File: src/design/memBusPkg.sv
package memBusPkg;

  // ====================
  // Bus widths
  // ====================

  // Word address into the frame memory
  typedef logic [9:0] memAddress_t;

  typedef logic [31:0] memWord_t;

  // One access on the shared memory bus, a read when write is low
  typedef struct packed {
    memAddress_t address;
    memWord_t    writeData;
    logic        write;
  } memRequest_t;

  // ====================
  // Requesters
  // ====================

  localparam int NUM_REQUESTERS = 2;

  // The lower index has the higher priority
  localparam int REQ_DISPLAY = 0;
  localparam int REQ_CAMERA  = 1;

endpackage

File: src/design/videoPkg.sv
package videoPkg;

  import memBusPkg::memAddress_t;

  typedef logic [15:0] rgb565_t;

  // Number of words in one read run, zero means an empty run
  typedef logic [7:0] runLength_t;

  // One camera pixel with its frame marker
  typedef struct packed {
    rgb565_t pixel;
    logic    startOfFrame;
  } pixelBeat_t;

  typedef struct packed {
    memAddress_t startAddress;
    runLength_t  wordCount;
  } readCommand_t;

endpackage

File: src/design/displayReader.sv
`timescale 1ns/1ps

module displayReader
  import memBusPkg::*;
  import videoPkg::*;
#(
  parameter int FIFO_DEPTH = 4
) (
  input  logic         s_systemClock,
  input  logic         systemReset,
  input  readCommand_t command,
  input  logic         commandValid,
  output logic         commandReady,
  output memRequest_t  busRequest,
  output logic         busWants,
  input  logic         busGrant,
  input  memWord_t     replyData,
  input  logic         displayReply,
  output memWord_t     readData,
  output logic         readValid,
  input  logic         readReady
);

  localparam int POINTER_WIDTH = (FIFO_DEPTH > 1) ? $clog2(FIFO_DEPTH) : 1;
  localparam int COUNT_WIDTH   = $clog2(FIFO_DEPTH + 1);

  typedef enum logic [1:0] {readerIdle, readerFetch, readerDrain} readerState_t;

  readerState_t             readerState;
  memAddress_t              fetchAddress;
  runLength_t               wordsLeft;
  memWord_t                 fifoMemory [FIFO_DEPTH];
  logic [POINTER_WIDTH-1:0] writePointer;
  logic [POINTER_WIDTH-1:0] readPointer;
  logic [COUNT_WIDTH-1:0]   fifoCount;
  logic [COUNT_WIDTH-1:0]   freeSpace;
  logic                     pushWord;
  logic                     popWord;

  function automatic logic [POINTER_WIDTH-1:0] nextPointer(
    input logic [POINTER_WIDTH-1:0] pointer
  );
    return (pointer == POINTER_WIDTH'(FIFO_DEPTH - 1)) ? '0 : pointer + 1'b1;
  endfunction

  assign commandReady = (readerState == readerIdle) & ~systemReset;

  // A reply arriving now still needs a slot, so it counts against the credit
  assign freeSpace = COUNT_WIDTH'(FIFO_DEPTH) - fifoCount;
  assign busWants  = (readerState == readerFetch) && (wordsLeft != '0) &&
                     (freeSpace > COUNT_WIDTH'(displayReply));
  assign busRequest = '{address: fetchAddress, writeData: '0, write: 1'b0};

  assign pushWord  = displayReply;
  assign popWord   = readValid & readReady;
  assign readValid = (fifoCount != '0);
  assign readData  = fifoMemory[readPointer];

  // ====================
  // Command FSM
  // ====================

  always_ff @(posedge s_systemClock or posedge systemReset) begin
    if (systemReset) begin
      readerState  <= readerIdle;
      fetchAddress <= '0;
      wordsLeft    <= '0;
    end else begin
      case (readerState)
        readerIdle: begin
          if (commandValid && commandReady) begin
            fetchAddress <= command.startAddress;
            wordsLeft    <= command.wordCount;
            readerState  <= readerFetch;
          end
        end
        readerFetch: begin
          if (wordsLeft == '0) begin
            readerState <= readerDrain;
          end else if (busGrant) begin
            fetchAddress <= fetchAddress + 1'b1;
            wordsLeft    <= wordsLeft - 1'b1;
            if (wordsLeft == runLength_t'(1)) begin
              readerState <= readerDrain;
            end
          end
        end
        readerDrain: begin
          // Last reply may still be on its way from memory
          if (fifoCount == '0 && !displayReply) begin
            readerState <= readerIdle;
          end
        end
        default: readerState <= readerIdle;
      endcase
    end
  end

  // ====================
  // Reply FIFO
  // ====================

  always_ff @(posedge s_systemClock or posedge systemReset) begin
    if (systemReset) begin
      writePointer <= '0;
      readPointer  <= '0;
      fifoCount    <= '0;
    end else begin
      if (pushWord) begin
        writePointer <= nextPointer(writePointer);
      end
      if (popWord) begin
        readPointer <= nextPointer(readPointer);
      end
      case ({pushWord, popWord})
        2'b10:   fifoCount <= fifoCount + 1'b1;
        2'b01:   fifoCount <= fifoCount - 1'b1;
        default: fifoCount <= fifoCount;
      endcase
    end
  end

  always_ff @(posedge s_systemClock) begin
    if (pushWord) begin
      fifoMemory[writePointer] <= replyData;
    end
  end

endmodule

File: config.mk
export PLATFORM = sky130hd
export DESIGN_NAME = displayReader
export DESIGN_NICKNAME = d
export VERILOG_FILES = /design/src/design/memBusPkg.sv /design/src/design/videoPkg.sv /design/src/design/displayReader.sv
export SDC_FILE = /design/constraint.sdc
export NUM_CORES = 1
export LEC_CHECK = 0
export ABC_AREA = 0
export BUFFER_PORTS_ARGS = -buffer_cell sky130_fd_sc_hd__buf_2
export CAP_MARGIN = 10
export CORE_AREA = 2 2 126 141
export CTS_CLUSTER_DIAMETER = 50
export DETAILED_ROUTE_END_ITERATION = 8
export DIE_AREA = 0 0 128 143
export GPL_ROUTABILITY_DRIVEN = 0
export GPL_TIMING_DRIVEN = 0
export HOLD_SLACK_MARGIN = 0.12
export SETUP_SLACK_MARGIN = 0.15
export SYNTH_ARGS = -nofsm -noshare
export SYNTH_HDL_FRONTEND = slang
export SYNTH_SLANG_ARGS = --single-unit
File: constraint.sdc
create_clock -name s_systemClock -period 6.3 [get_ports s_systemClock]
set_clock_uncertainty 0.2 [all_clocks]
set_input_delay 0.315 -clock s_systemClock [delete_from_list [all_inputs] [get_ports s_systemClock]]
set_output_delay 0.315 -clock s_systemClock [all_outputs]
set_load 0.02 [all_outputs]
== Word level (Yosys, flattened, before mapping) ==
Memory sizes are Yosys's and may differ from the RTL's.
Index checks and enable logic that the tools add are counted.

* Word-level logic and storage cells: 64
* Output and inout port bits: 78
* Register bits: 27
* Bits in writable memories: 128
* Memories: 1

{| class="wikitable"
|+ Memories
! name !! words !! width !! rd ports !! clocked after memory_dff !! write ports !! RTL line !! source
|-
| fifoMemory || 4 || 32 || 1 || 0 || 1 || displayReader.sv:32 || <nowiki>memWord_t fifoMemory [FIFO_DEPTH];</nowiki>
|}

* Reduce and logical (&&, ||, !) cells: 14
* Magnitude comparators: 1
* Multiplexer cells: 19
* Bitwise gates (word level): 3
* Add/subtract/negate cells: 7
* Equal/unequal tests: 13

{| class="wikitable"
|+ Operator list
! operator !! number
|-
| two-way mux 10 bit || 3
|-
| two-way mux 8 bit || 3
|-
| one-hot mux 10 bit (2 select lines) || 1
|-
| one-hot mux 8 bit (2 select lines) || 1
|-
| two-way mux 2 bit || 7
|-
| adder 10 x 1 -> 10 bit, second input constant || 1
|-
| equality test 2 bit, second input constant || 4
|-
| equality test 8 x 1 -> 1 bit, second input constant || 1
|-
| logical NOT 8 bit || 1
|-
| AND reduction 4 bit || 2
|-
| nonzero test 8 bit || 1
|-
| subtractor 8 x 1 -> 8 bit, second input constant || 1
|-
| inequality test 2 bit, second input constant || 3
|-
| one-hot mux 2 bit (3 select lines) || 1
|-
| one-hot mux 3 bit (2 select lines) || 1
|-
| adder 2 x 1 -> 2 bit, second input constant || 2
|-
| equality test 2 x 1 -> 1 bit, second input constant || 2
|-
| logical AND 1 bit || 4
|-
| nonzero test 2 bit || 2
|-
| adder 3 x 1 -> 3 bit, second input constant || 1
|-
| > comparator 3 x 1 -> 1 bit || 1
|-
| logical NOT 3 bit || 1
|-
| inequality test 3 x 1 -> 1 bit, second input constant || 1
|-
| inequality test 3 x 2 -> 1 bit, second input constant || 1
|-
| other kinds (9) || 11
|}

== Depth between registers and ports, before layout ==
Gate-level depths: netlist of the first run.

* Word-level depth: 5
* Gate-level depth with buffers: 10
* Gate-level depth less buffers: 10

== Worst setup path before layout of the first run ==
No wires, ideal clock.

* Path kind: reg2reg
* Start: register fifoCount[0]
* End: register fifoCount[2]
* Required time: 6.020 ns
* Data arrival time: 1.972 ns
* Path slack: 4.048 ns
* Buffers on the path: 0
* Clock period less this slack: 2.252 ns
* Stages on the path, launching flop included: 11
* Cell sequence: dfrtp_1 > inv_1 > ha_1 > ha_1 > nor2b_1 > ha_1 > inv_1 > fa_1 > xor2_1 > nor2_1 > xnor2_1

* Cells in the longest elaborated chain, start to end: 4

{| class="wikitable"
|+ RTL lines
! element !! RTL line !! source
|-
| start, declared || displayReader.sv:35 || <nowiki>logic [COUNT_WIDTH-1:0] fifoCount;</nowiki>
|-
| start signal, assigned || displayReader.sv:116 || <nowiki>2'b10: fifoCount <= fifoCount + 1'b1;</nowiki>
|-
| start signal, assigned || displayReader.sv:117 || <nowiki>2'b01: fifoCount <= fifoCount - 1'b1;</nowiki>
|-
| start signal, assigned || displayReader.sv:118 || <nowiki>default: fifoCount <= fifoCount;</nowiki>
|-
| nonzero test 3 bit || displayReader.sv:56 || <nowiki>assign readValid = (fifoCount != '0);</nowiki>
|-
| bitwise AND 1 bit || displayReader.sv:55 || <nowiki>assign popWord = readValid & readReady;</nowiki>
|-
| equality test 2 x 1 -> 1 bit or equality test 2 bit (tied branches) || displayReader.sv:115 || <nowiki>case ({pushWord, popWord})</nowiki>
|-
| one-hot mux 3 bit (2 select lines) or nonzero test 2 bit (tied branches) || - ||
|}

Several ways; a longest one is shown, not always the timed one.
A chain may end at the register's enable or synchronous reset.

== Worst setup path after layout of the first run ==
* Start: register readPointer[1]
* End: output readData[2]

* Cells in the longest elaborated chain, start to end: 1

{| class="wikitable"
|+ RTL lines
! element !! RTL line !! source
|-
| start, declared || displayReader.sv:34 || <nowiki>logic [POINTER_WIDTH-1:0] readPointer;</nowiki>
|-
| start signal, assigned || displayReader.sv:113 || <nowiki>readPointer <= nextPointer(readPointer);</nowiki>
|-
| memory read (4 x 32 bit) || - ||
|-
| end, declared || displayReader.sv:19 || <nowiki>output memWord_t readData,</nowiki>
|}

No other way between the ends.

==> results summary, run 1 <==
The synthesized area per cell came out at 16.7 µm². The global-route total usage across every layer came out at 15.8%. Counting flops with a built-in enable in the synthesized netlist gives around 130. The maximum vdd drop came out at 0.208 mV.

The pin count of the biggest net entering global routing is 30. For this design, the slowest cell found on the critical path is sky130_fd_sc_hd__clkbuf_1. The detailed-route via count came out at 4120. Registers take ~4500 µm².

Across the run, the number of max-cap violations was 0. The total detailed-routing wirelength came out at 13900 µm. The buffer and inverter count on the worst path came out at 3. The cell area that synthesis handed to floorplanning was 6650 µm². The yosys synthesis warning count is 0. The number of buffers inserted during clock tree synthesis came out at 17. The starting density of the core is 39.6%. The number of buffers added on ports came out at 100.

The fraction of registers with async set/reset is 17.4%. The highest cell delay on the worst timing path is roughly 580 ps. The signal on the critical path passes through clkbuf_1 -> clkbuf_1 -> mux4_2 -> buf_2. The number of nets in the final layout is between 600 and 700. Among all flip-flop cells after synthesis, the most frequent one is sky130_fd_sc_hd__edfxtp_1. The site row count is 50. In this run the worst hold path is classified as primary input to flop. The H-tree depth came out at 4. The layout-stage area growth over the synthesis result came out at 31.8%.

The total placed instance area is 7610 µm². The floorplan step set the die width to 128 µm. For this run the aggregate overflow at the end of global routing stands at 0. Cells fill between 50% and 60% of the core in the end.

The maximum fanout encountered on the critical timing path came out at 10. STA classifies the critical path endpoint as a primary output. The startpoint type of the worst setup path is a flop.

Clock latency on the worst-skew pair, taken at its later pin, is 420 ps. The library cell used most frequently in the layout, excluding fill and tap cells, is sky130_fd_sc_hd__edfxtp_1. The number of instances in the synthesized netlist came out at 398. The sum of negative setup slack came out at 0 ps. The number of global-route vias before repair came out at between 4k and 5k.

Setup repair after global routing left no endpoint under its margin. The final standard cell area without fillers is about 8800 µm². The antenna diode count came out at 0.

The per-cell routed wire length is 16.9 µm. The area of the core region came out at ~17000 µm². Counting flops and latches in the post-synthesis netlist gives 155. The number of distinct library cells after synthesis came out at 51. The global-route wire length before repair came out at 21800 µm. The worst relative slew slack is 28.9%. The tree built by TritonCTS fans out to 155 sinks. Sorting the synthesized cells by area gives the leading types as sky130_fd_sc_hd__edfxtp_1, sky130_fd_sc_hd__mux4_2, sky130_fd_sc_hd__dfrtp_1, sky130_fd_sc_hd__buf_4, sky130_fd_sc_hd__ha_1. The footprint of the multi-input gates came out at 1880 µm². The total of cells resized after clock tree synthesis is 0. The setup-violating endpoint count in the final report is 0. From bottom edge to top edge, the die measures 143 µm.

The sequential area share after synthesis is 68.0%. The fill cell total of the finished layout came out at 1443. The layout cell share with drive strength beyond 1 is 35.7%. The top cell type by area accounts for 57.8% of the synthesized area. The total I/O pin count came out at roughly 130. The power per standard cell area is 453 nW/µm².

The required time reported for the critical path endpoint is a little under 6000 ps. The die covers 18300 µm². The flow ran to the end, and the final reports show no timing, DRC or antenna violations. The tree is rooted in a sky130_fd_sc_hd__clkbuf_16.

The max-slew violation total from the final report is 0. The top cell types in the final layout, fill and taps aside, are sky130_fd_sc_hd__edfxtp_1, sky130_fd_sc_hd__buf_2, sky130_fd_sc_hd__dlygate4sd3_1. The detailed placement HPWL came out at between 8000 and 9000 µm. The number of DRC markers after the initial detailed-route iteration is 237. The time the final worst path needs with I/O delays and setup came out at about 2700 ps. After detailed routing, the number of vias per cell comes to roughly 5. The cell taking the most area after synthesis is sky130_fd_sc_hd__edfxtp_1. The highest attainable clock frequency is ~370 MHz. The clock transition at the register clock pins on the worst setup and hold paths after CTS came out at roughly 70 ps. The number of buffers on the longest clock path came out at 2.

The CTS tree is built. By instance count, the cell type seen most on the critical path is sky130_fd_sc_hd__clkbuf_1. The post-CTS setup buffer count is 0.

The count of TritonRoute iterations in the first routing pass came out at 4. The initial antenna violation count is 0. After detailed routing, the number of remaining DRC violations is 0. The worst setup path is of the flop to primary output kind. The fraction of the cycle the final worst path needs is 43.3%.

STA puts the critical path data arrival time at 2210 ps. The total count of hold-check failures in the final report was 0. The detail route stage leaves a number of antenna-violating nets equal to 0. In this design, the largest share of critical-path delay is due to buffers and inverters. The measured slew at the worst slew-check pin is 1070 ps.

The leakage power of the design came out at ~3.4 nW.
==> tightest hold or removal path: stages <==
cell and delay (ps):
sky130_fd_sc_hd__buf_2 100, sky130_fd_sc_hd__nor2_1 100, sky130_fd_sc_hd__a41oi_1 50, sky130_fd_sc_hd__o22a_1 160
==> state kept, by name, summed over array words and instances, names as in the netlist <==
signal	count
fifoCount	3
wordsLeft	8
readerState	2
writePointer	2
fifoMemory	128
fetchAddress	10
readPointer	2
==> final timing paths <==
kind	startpoint	to	slack, ps	depth (start not counted)
max	readPointer[1]	readData[2]	3570	4
min	command[17]	fetchAddress[9]	150	4
max reg2reg	fifoCount[0]	fifoCount[2]	3840	10
min reg2reg	fifoCount[0]	fifoCount[0]	280	1
max in group asynchronous	systemReset	readPointer[0]	4710	3
min in group asynchronous	systemReset	fetchAddress[5]	540	3
==> power by group <==
| part | internal (mW) | switching [mW] | total (mW) |
|---|---|---|---|
| Clock | 0.705 | 0.391 | 1.10 |
| Combinational | 0.595 | 0.823 | 1.42 |
| Sequential | 1.34 | 0.114 | 1.45 |
| Total | 2.64 | 1.33 | 3.97 |
==> cell type report <==
class / count / share of cell area, %
Multi-Input combinational cell: 211 / 21.4
Timing Repair Buffer: 155 / 12.5
Tap cell: 208 / 2.97
Clock inverter: 10 / 2.17
Buffer: 49 / 3.67
Inverter: 15 / 0.643
Sequential cell: 155 / 51.6
Clock buffer: 22 / 5.07
==> cell usage after synthesis, drive strengths merged, types with 2 or more instances <==
cell / instances
a21oi: 13
a22oi: 5
a2bb2oi: 3
a31o: 2
a31oi: 6
and2: 7
and3: 2
buf: 39
clkbuf: 10
dfrtp: 27
edfxtp: 128
ha: 13
inv: 15
mux2: 2
mux2i: 3
mux4: 32
nand2: 10
nand2b: 2
nand3: 11
nor2: 18
nor2b: 2
nor3: 6
nor4: 2
o211ai: 3
o21ai: 10
o22a: 4
o22ai: 4
o2bb2a: 3
xnor2: 2
==> layer usage <==
metal / vias up / routed length (µm) / share of wire, % / global-route usage (%)
li1: 1908 / - / - / -
met2: 145 / 7270 / 52 / 28.3
met4: 0 / 160 / 1.1 / 4.86
met1: 2052 / 5680 / 41 / 18.1
met5: - / 0 / 0 / 0
met3: 15 / 805 / 5.8 / 5.06
==> stage by stage <==
stage / setup WS (ps) / hold slack, ps / power (mW) / cells
detailed placement: 3830 / 276 / 2.89 / 742
floorplan: 4050 / 168 / 2.44 / 430
global route: 3350 / 134 / 4.20 / 825
finish: 3570 / 148 / 3.97 / 825
CTS: 3500 / 130 / 4.01 / 825
global placement: 3580 / 266 / 2.83 / 738
==> cell families (layout without fill, tap and decap cells) <==
kind of cell	count (synthesis)	in the layout	share of synthesized area (%)
and+or+nand+nor	64	64	5.14
xor gates and xnor gates	3	3	0.395
other	1	33	0.0564
AOI/OAI and AO/OA	60	60	6.36
muxes	37	37	11.6
buffers and inverters	64	251	5.68
adders and majority gates	14	14	2.75
DFF	155	155	68.0
==> repair_timing <==
item	in CTS	in global routing
hold buffers	51	0
setup endpoints to repair	0	0
endpoints found under the hold margin	175	0
Note: power is estimated with default switching activity, not from simulation.
==> run 2: changes to the inputs <==
==> constraint.sdc (replaced) <==
create_clock -name s_systemClock -period 2.24 [get_ports s_systemClock]
set_clock_uncertainty 0.2 [all_clocks]
set_input_delay 0.112 -clock s_systemClock [delete_from_list [all_inputs] [get_ports s_systemClock]]
set_output_delay 0.112 -clock s_systemClock [all_outputs]
set_load 0.02 [all_outputs]
==> run 2 against run 1 <==
Against the previous run: die area stayed put; non-clock buffer count is 12 higher; power grew to 2.9 times the previous value; combinational power grew to 3.1 times the previous value; via count hardly changed; clock-buffer cell count is 3 lower; setup slack worse by 3400 ps; worst hold slack better by 100 ps.
==> results summary, run 2 (synthesis gave the netlist of run 1 again) <==
The global route total overflow came out at 0 (unchanged). In this run the most critical hold path is launched from replyData[6]. The tree is rooted in a sky130_fd_sc_hd__clkbuf_16. The final core utilization is 53.9% (+1.7 points). The register-to-register setup slack came to 160 ps (-3680 ps). By instance count, the cell type seen most on the critical path is sky130_fd_sc_hd__ha_4. The setup-violating endpoint count in the final report came out at 0 (unchanged). The clock latency reported for the late side of the worst-skew pair is 410 ps (about the same).

The pin count of the biggest net entering global routing is 28 (-6.7%). The largest registers in the layout are fifoMemory: 128 flops, fetchAddress: 10 flops, wordsLeft: 8 flops. After layout, the worst path uses 93.3% of the clock period. The global-route wire length before repair came out at 21700 µm (-0.63%). The site row count is 50 (unchanged).

The H-tree depth is 4 (unchanged). The register containing the most flip-flops in the final layout is fifoMemory. Setup repair after global routing could not meet its margin everywhere. The highest cell delay on the worst timing path is 390 ps (-190 ps). The worst endpoint data arrival time is 1780 ps (-430 ps). The number of buffers added on ports came out at 100 (unchanged). The detailed placement HPWL is 9270 µm (+3.1%).

The fill cell total of the finished layout was 1371 (-5.0%). The worst relative slew slack came out at 26.5% (-2.4 points). The footprint of the multi-input gates came out at 1940 µm² (+3.7%). The area taken by flip-flops and latches is 4520 µm² (unchanged).

The beginning of the worst register-to-register path is fifoCount[0]. The average via count per standard cell came to 4.93 (-1.3%). The setup slack at placement came to 62.3 ps (-3770 ps).

The number of remaining DRC errors came out at 0 (unchanged). The post-layout worst setup margin was 151 ps (-3420 ps). The logic depth of the worst register-to-register path is 10 (unchanged). The total placed instance area came to 7650 µm² (+0.49%). The final standard cell area without fillers is 9040 µm² (+3.2%). The endpoint of the most critical register-to-register path is fifoCount[2]. The number of nets still failing antenna checks after routing came to 0 (unchanged). Static timing analysis puts the maximum clock frequency at between 400 and 500 MHz.

The die footprint came to 18300 µm² (unchanged). The per-cell routed wire length came out at 16.6 µm (-1.8%). The number of nets in the final layout came out at 686 (+1.8%). The global-route total usage across every layer is 15.8% (-0.062 points).

The power per standard cell area came out at 1290 nW/µm² (+180%). The endpoint of the worst hold path is fifoMemory[2][6]. The buffer and inverter count on the worst path came out at 2 (-1). In the layout the commonest cells are sky130_fd_sc_hd__edfxtp_1, sky130_fd_sc_hd__buf_2, sky130_fd_sc_hd__dlygate4sd3_1. The detailed-route via count came out at 4117 (-0.073%). The number of buffers inserted during clock tree synthesis came out at 17 (unchanged). The starting density of the core came out at 39.6% (unchanged). The max-cap check violation count came out at 0 (unchanged). The final hold slack came to 251 ps (+103 ps). The maximum vdd drop came to 0.652 mV (+210%). The time the final worst path needs with I/O delays and setup is roughly 2100 ps. The flip-flop count of the largest register after layout came out at 128 (unchanged). The total count of hold-check failures in the final report is 0 (unchanged). The number of DRC markers after the initial detailed-route iteration is 256 (+8.0%). The measured slew at the worst slew-check pin is 1100 ps (+35.6 ps).

The area of the core region is 16800 µm² (unchanged). The max-slew violation total from the final report was 0 (unchanged). The highest-delay cell along the critical path is sky130_fd_sc_hd__dfrtp_1.

The total I/O pin count came out at 134 (unchanged). The worst hold path cell count is 2 (-2). The number of buffers on the longest clock path is 2 (unchanged). Traced cell by cell, the critical path runs through inv_2 -> ha_4 -> ha_4 -> nand2b_1 -> o21ai_1 -> a31oi_1 -> buf_2. The nature of the critical path endpoint is a primary output. The number of global-route vias before repair came out at 4189 (-1.3%). The layout cell share with drive strength beyond 1 came out at 38.9% (+3.3 points). The flow ran to the end, and the final reports show no timing, DRC or antenna violations.

The initial antenna violation count came out at 0 (unchanged). The CTS tree is built. The total power draw is 11.6 mW (+190%). The antenna diode count came out at 0 (unchanged).

The path class of the tightest hold or removal check is primary input to flop. The total detailed-routing wirelength is 13800 µm (-0.56%). The leakage power of the design came out at 3.55 nW (+3.3%). The required time reported for the critical path endpoint is 1930 ps (-3850 ps). The die span in x came out at 128 µm (unchanged).

The count of TritonRoute iterations in the first routing pass came out at 5 (+1). The height of the die came out at 143 µm (unchanged). The library cell used most frequently in the layout, excluding fill and tap cells, is sky130_fd_sc_hd__edfxtp_1.

The clock transition at the register clock pins on the worst setup and hold paths after CTS came out at 60 ps (about the same). The maximum fanout encountered on the critical timing path came to 3 (-7). STA classifies the critical path startpoint as a flop. The cell family contributing the most delay on the critical path is flip-flops.

The layout-stage area growth over the synthesis result is 36.0%. The critical path is of the flop to primary output type. The CTS sink count was 155 (unchanged).
run 2: cell types whose count changed in the layout (fill, tap and decap cells not counted), moves of 3 or more:
cell,delta
sky130_fd_sc_hd__ha_1,-3
sky130_fd_sc_hd__clkbuf_1,-8
sky130_fd_sc_hd__buf_6,+4
sky130_fd_sc_hd__dlygate4sd3_1,+4
sky130_fd_sc_hd__inv_1,-3
sky130_fd_sc_hd__inv_2,+3
sky130_fd_sc_hd__buf_2,-8
sky130_fd_sc_hd__buf_12,+3
sky130_fd_sc_hd__ha_4,+3
sky130_fd_sc_hd__clkinvlp_4,+3
sky130_fd_sc_hd__buf_4,+10
run 2: power breakdown:
| part | leakage [nW] | internal (mW) | switching (mW) |
|---|---|---|---|
| logic | 1.77 | 1.99 | 2.39 |
| clock network | 0.305 | 2.08 | 1.09 |
| registers | 1.48 | 3.77 | 0.326 |
| total | 3.55 | 7.84 | 3.81 |
run 2: how the worst max path moves through the flow:
stage,startpoint,cells after the start,slack (ps),endpoint
after global placement,writePointer[0],3,-470,fifoMemory[0][14]
after CTS,readPointer[0],4,110,readData[22]
after global routing,fifoCount[0],7,60,busWants
after detailed placement,fifoCount[0],10,60,fifoCount[2]
final,fifoCount[0],7,150,busWants
after floorplan,fifoCount[0],10,170,fifoCount[2]
run 2: cell type report:
| type | instances | share of cell area (%) |
|---|---|---|
| Buffer | 49 | 4.41 |
| Multi-Input combinational cell | 211 | 21.5 |
| Tap cell | 208 | 2.88 |
| Timing Repair Buffer | 167 | 13.4 |
| Clock buffer | 19 | 4.79 |
| Inverter | 15 | 0.623 |
| Sequential cell | 155 | 50.0 |
| Clock inverter | 11 | 2.44 |
run 2: what timing repair did:
| action | CTS | global route |
|---|---|---|
| resized for setup | 30 | 12 |
| hold buffers | 55 | 0 |
| pin swaps | 4 | 0 |
| endpoints found under the setup margin | 33 | 42 |
| buffers inserted | 7 | 1 |
| hold endpoints to repair | 182 | 0 |
run 2: through the flow:
| step | instances | setup TNS (ps) |
|---|---|---|
| 6_report | 835 | 0 |
| 5_1_grt | 835 | 0 |
| 4_1_cts | 834 | 0 |
| 3_5_place_dp | 742 | 0 |
| 3_3_place_gp | 738 | -55130 |
| 2_1_floorplan | 430 | 0 |
run 2: routing by layer:
layer  wire length [µm]  GRT usage, %
met5                  0             0
met4                 98          5.09
met3                811          4.80
met2               7420          28.2
met1               5520          18.1
==> run 3: changes to the inputs <==
--- a/config.mk
+++ b/config.mk
@@ -7,7 +7,6 @@
 export LEC_CHECK = 0
 export ABC_AREA = 0
 export BUFFER_PORTS_ARGS = -buffer_cell sky130_fd_sc_hd__buf_2
-export CAP_MARGIN = 10
 export CORE_AREA = 2 2 126 141
 export CTS_CLUSTER_DIAMETER = 50
 export DETAILED_ROUTE_END_ITERATION = 8
==> constraint.sdc (replaced) <==
create_clock -name s_systemClock -period 2.1 [get_ports s_systemClock]
set_clock_uncertainty 0.2 [all_clocks]
set_input_delay 0.105 -clock s_systemClock [delete_from_list [all_inputs] [get_ports s_systemClock]]
set_output_delay 0.105 -clock s_systemClock [all_outputs]
set_load 0.02 [all_outputs]
==> run 3 against run 2 <==
Against the previous run: combinational power increased by 19%; critical endpoint is now readData[23]; setup slack got worse by 130 ps; utilization increased by 0.90 points; sequential share of layout area decreased by 0.78 points; clock-buffer cell count decreased by 2; highest routed layer unchanged; cell count increased by 0.60%; largest power group unchanged; critical path depth decreased by 3; register-to-register slack got worse by 120 ps; largest cell class unchanged; first-iteration DRC count decreased by 0.78%.
==> results summary, run 3 (synthesis gave the netlist of run 1 again) <==
The total count of hold-check failures in the final report is 0 (unchanged). The maximum fanout encountered on the critical timing path is 10 (+7). The per-cell routed wire length came to 16.8 µm (+1.4%). The count of TritonRoute iterations in the first routing pass is 4 (-1). The number of buffers on the longest clock path came out at 2 (unchanged). The register-to-register setup slack is 40 ps (-120 ps). The largest registers in the layout are fifoMemory: 128 flops, fetchAddress: 10 flops, wordsLeft: 8 flops. The sum of negative setup slack came to 0 ps (unchanged). The switching share of power is 34.2% (+1.5 points). The die footprint came to 18300 µm² (unchanged). The measured slew at the worst slew-check pin is 1110 ps (+5.82 ps).

The setup-violating endpoint count in the final report came to 0 (unchanged). Setup repair after global routing could not meet its margin everywhere. The source of the worst hold timing path is displayReply. The die span in x is 128 µm (unchanged). The total placed instance area is 7600 µm² (-0.69%).

The fraction of the cycle the final worst path needs is 98.9%. The tree is rooted in a sky130_fd_sc_hd__clkbuf_16. The run finished with clean final reports.

The register containing the most flip-flops in the final layout is fifoMemory. The number of DRC markers after the initial detailed-route iteration came out at 254 (-0.78%). The time the final worst path needs with I/O delays and setup is 2080 ps. The highest attainable clock frequency is between 400 and 500 MHz. The final hold slack was 146 ps (-105 ps).

In the layout the commonest cells are sky130_fd_sc_hd__edfxtp_1, sky130_fd_sc_hd__buf_2, sky130_fd_sc_hd__dlygate4sd3_1. The number of buffers added on ports is 100 (unchanged). The global-route wire length before repair was 22100 µm (+1.9%).

The clock share of power was 24.1% (-3.1 points). The setup slack at placement is -71.2 ps (-134 ps). The type of the worst setup path is flop to primary output.

The number of buffers inserted during clock tree synthesis is 17 (unchanged). The starting density of the core is 39.6% (unchanged). The layout-stage area growth over the synthesis result came out at 38.3%. The library cell used most frequently in the layout, excluding fill and tap cells, is sky130_fd_sc_hd__edfxtp_1. In this run the critical register-to-register path is launched from fifoCount[0]. The most critical setup path has its startpoint at readPointer[0]. The maximum vdd drop came out at 0.743 mV (+14%). The average via count per standard cell came out at 5.01 (+1.6%). The flip-flop count of the largest register after layout is 128 (unchanged). The endpoint of the most critical register-to-register path is fifoCount[2].

The layout cell share with drive strength beyond 1 is 43.2% (+4.3 points). The area of the core region came out at 16800 µm² (unchanged). The site row count came to 50 (unchanged). The number of remaining DRC errors is 0 (unchanged). The switching power came to 4.32 mW (+13%). The leakage power of the design was 3.59 nW (+1.0%). The CTS sink count was 155 (unchanged). The worst setup path is captured at a primary output. The global-route total usage across every layer is 16.0% (+0.21 points). The worst relative slew slack came out at 26.2% (-0.39 points). Following the worst setup path forward leads to its endpoint at readData[23]. The number of nets still failing antenna checks after routing is 0 (unchanged). The max-cap check violation count was 0 (unchanged). The antenna diode count is 0 (unchanged). The detailed-route via count came out at 4206 (+2.2%).

The height of the die is 143 µm (unchanged). The number of nets in the final layout is 689 (+0.44%). The proportion of power drawn by flip-flops and latches came out at 34.7% (-0.5 points). STA classifies the critical path startpoint as a flop. The max-slew violation total from the final report came to 0 (unchanged). The post-layout worst setup margin is 23.9 ps (-127 ps).

The required time reported for the critical path endpoint came out at 1790 ps (-140 ps). The final core utilization came out at 54.8% (+0.90 points). The pin count of the biggest net entering global routing came out at 33 (+18%).

The CTS tree is built. The instance count after placement with tap cells included came out at 739 (-0.40%). The H-tree depth came out at 4 (unchanged). The total power draw is 12.6 mW (+8.4%). The final standard cell area without fillers is 9190 µm² (+1.7%). The combinational share of power is 41.2% (+3.6 points). The worst endpoint data arrival time is 1770 ps (about the same). The number of global-route vias before repair came out at 4305 (+2.8%). The power per standard cell area came out at 1370 nW/µm² (+6.6%).

The fill cell total of the finished layout is 1390 (+1.4%). The logic depth of the worst register-to-register path came to 10 (unchanged). The total internal power came to 8.30 mW (+5.9%).

The global route total overflow was 0 (unchanged). The clock transition at the register clock pins on the worst setup and hold paths after CTS came out at 60 ps (about the same). The initial antenna violation count came out at 0 (unchanged). The detailed placement HPWL came out at 8860 µm (-4.4%). The tightest min-delay check is of the primary input to flop type. The total detailed-routing wirelength is 14100 µm (+2.0%). The final non-filler cell total is 840 (+0.60%). The total I/O pin count is 134 (unchanged). The clock latency reported for the late side of the worst-skew pair was 420 ps (about the same).
[run 3: cell count changes in the layout (fill, tap and decap cells not counted), sizes merged]
cell / before / now
buf: 152 / 156
inv: 15 / 19
clkbuf: 28 / 24
bufinv: 6 / 2
nor2: 18 / 19
clkinvlp: 3 / 2
clkinv: 2 / 7
[run 3: worst max-delay path, stage by stage (launching register included)]
cell and delay (ps):
sky130_fd_sc_hd__dfrtp_1 360, sky130_fd_sc_hd__buf_6 150, sky130_fd_sc_hd__buf_12 150, sky130_fd_sc_hd__mux4_2 520
sky130_fd_sc_hd__buf_2 180
[run 3: final cells by class]
class	instances	area, µm²	share of cell area, %
Buffer	49	394	4.29
Clock buffer	17	425	4.63
Clock inverter	15	163	1.77
Inverter	15	56.3	0.612
Multi-Input combinational cell	212	2040	22.2
Sequential cell	155	4520	49.2
Tap cell	208	260	2.83
Timing Repair Buffer	169	1330	14.5
[run 3: power by group through the flow]
stage / logic, mW / clock network [mW] / registers [mW]
6_report: 5.20 / 3.04 / 4.38
5_1_grt: 5.62 / 3.23 / 4.45
4_1_cts: 5.05 / 3.10 / 4.37
3_5_place_dp: 4.23 / 0 / 4.43
3_3_place_gp: 4.17 / 0 / 4.40
2_1_floorplan: 2.94 / 0 / 4.44
[run 3: repair_timing]
item                                   CTS  global route
setup endpoints to repair              141            50
endpoints found under the hold margin  182             0
hold buffers                            55             0
setup buffers                            9             3
gates cloned                             0             2
pin swaps                                8            11
gates resized for setup                 81            35
[run 3: how the worst min path moves through the flow]
stage / cells past startpoint / slack [ps] / end
detailed placement: 1 / 130 / fifoMemory[0][29]
finish: 2 / 150 / fifoMemory[2][0]
floorplan: 1 / -40 / fetchAddress[0]
CTS: 2 / 150 / fifoMemory[0][5]
global route: 2 / 170 / fifoMemory[0][15]
global placement: 1 / 120 / fifoMemory[1][10]
[run 3: per-layer routing]
layer	track usage, %	wire, µm	vias to the layer above
li1	-	-	1935
met1	19.1	5710	2100
met2	28.0	7490	150
met3	4.05	751	21
met4	5.84	177	0
met5	0	0	-
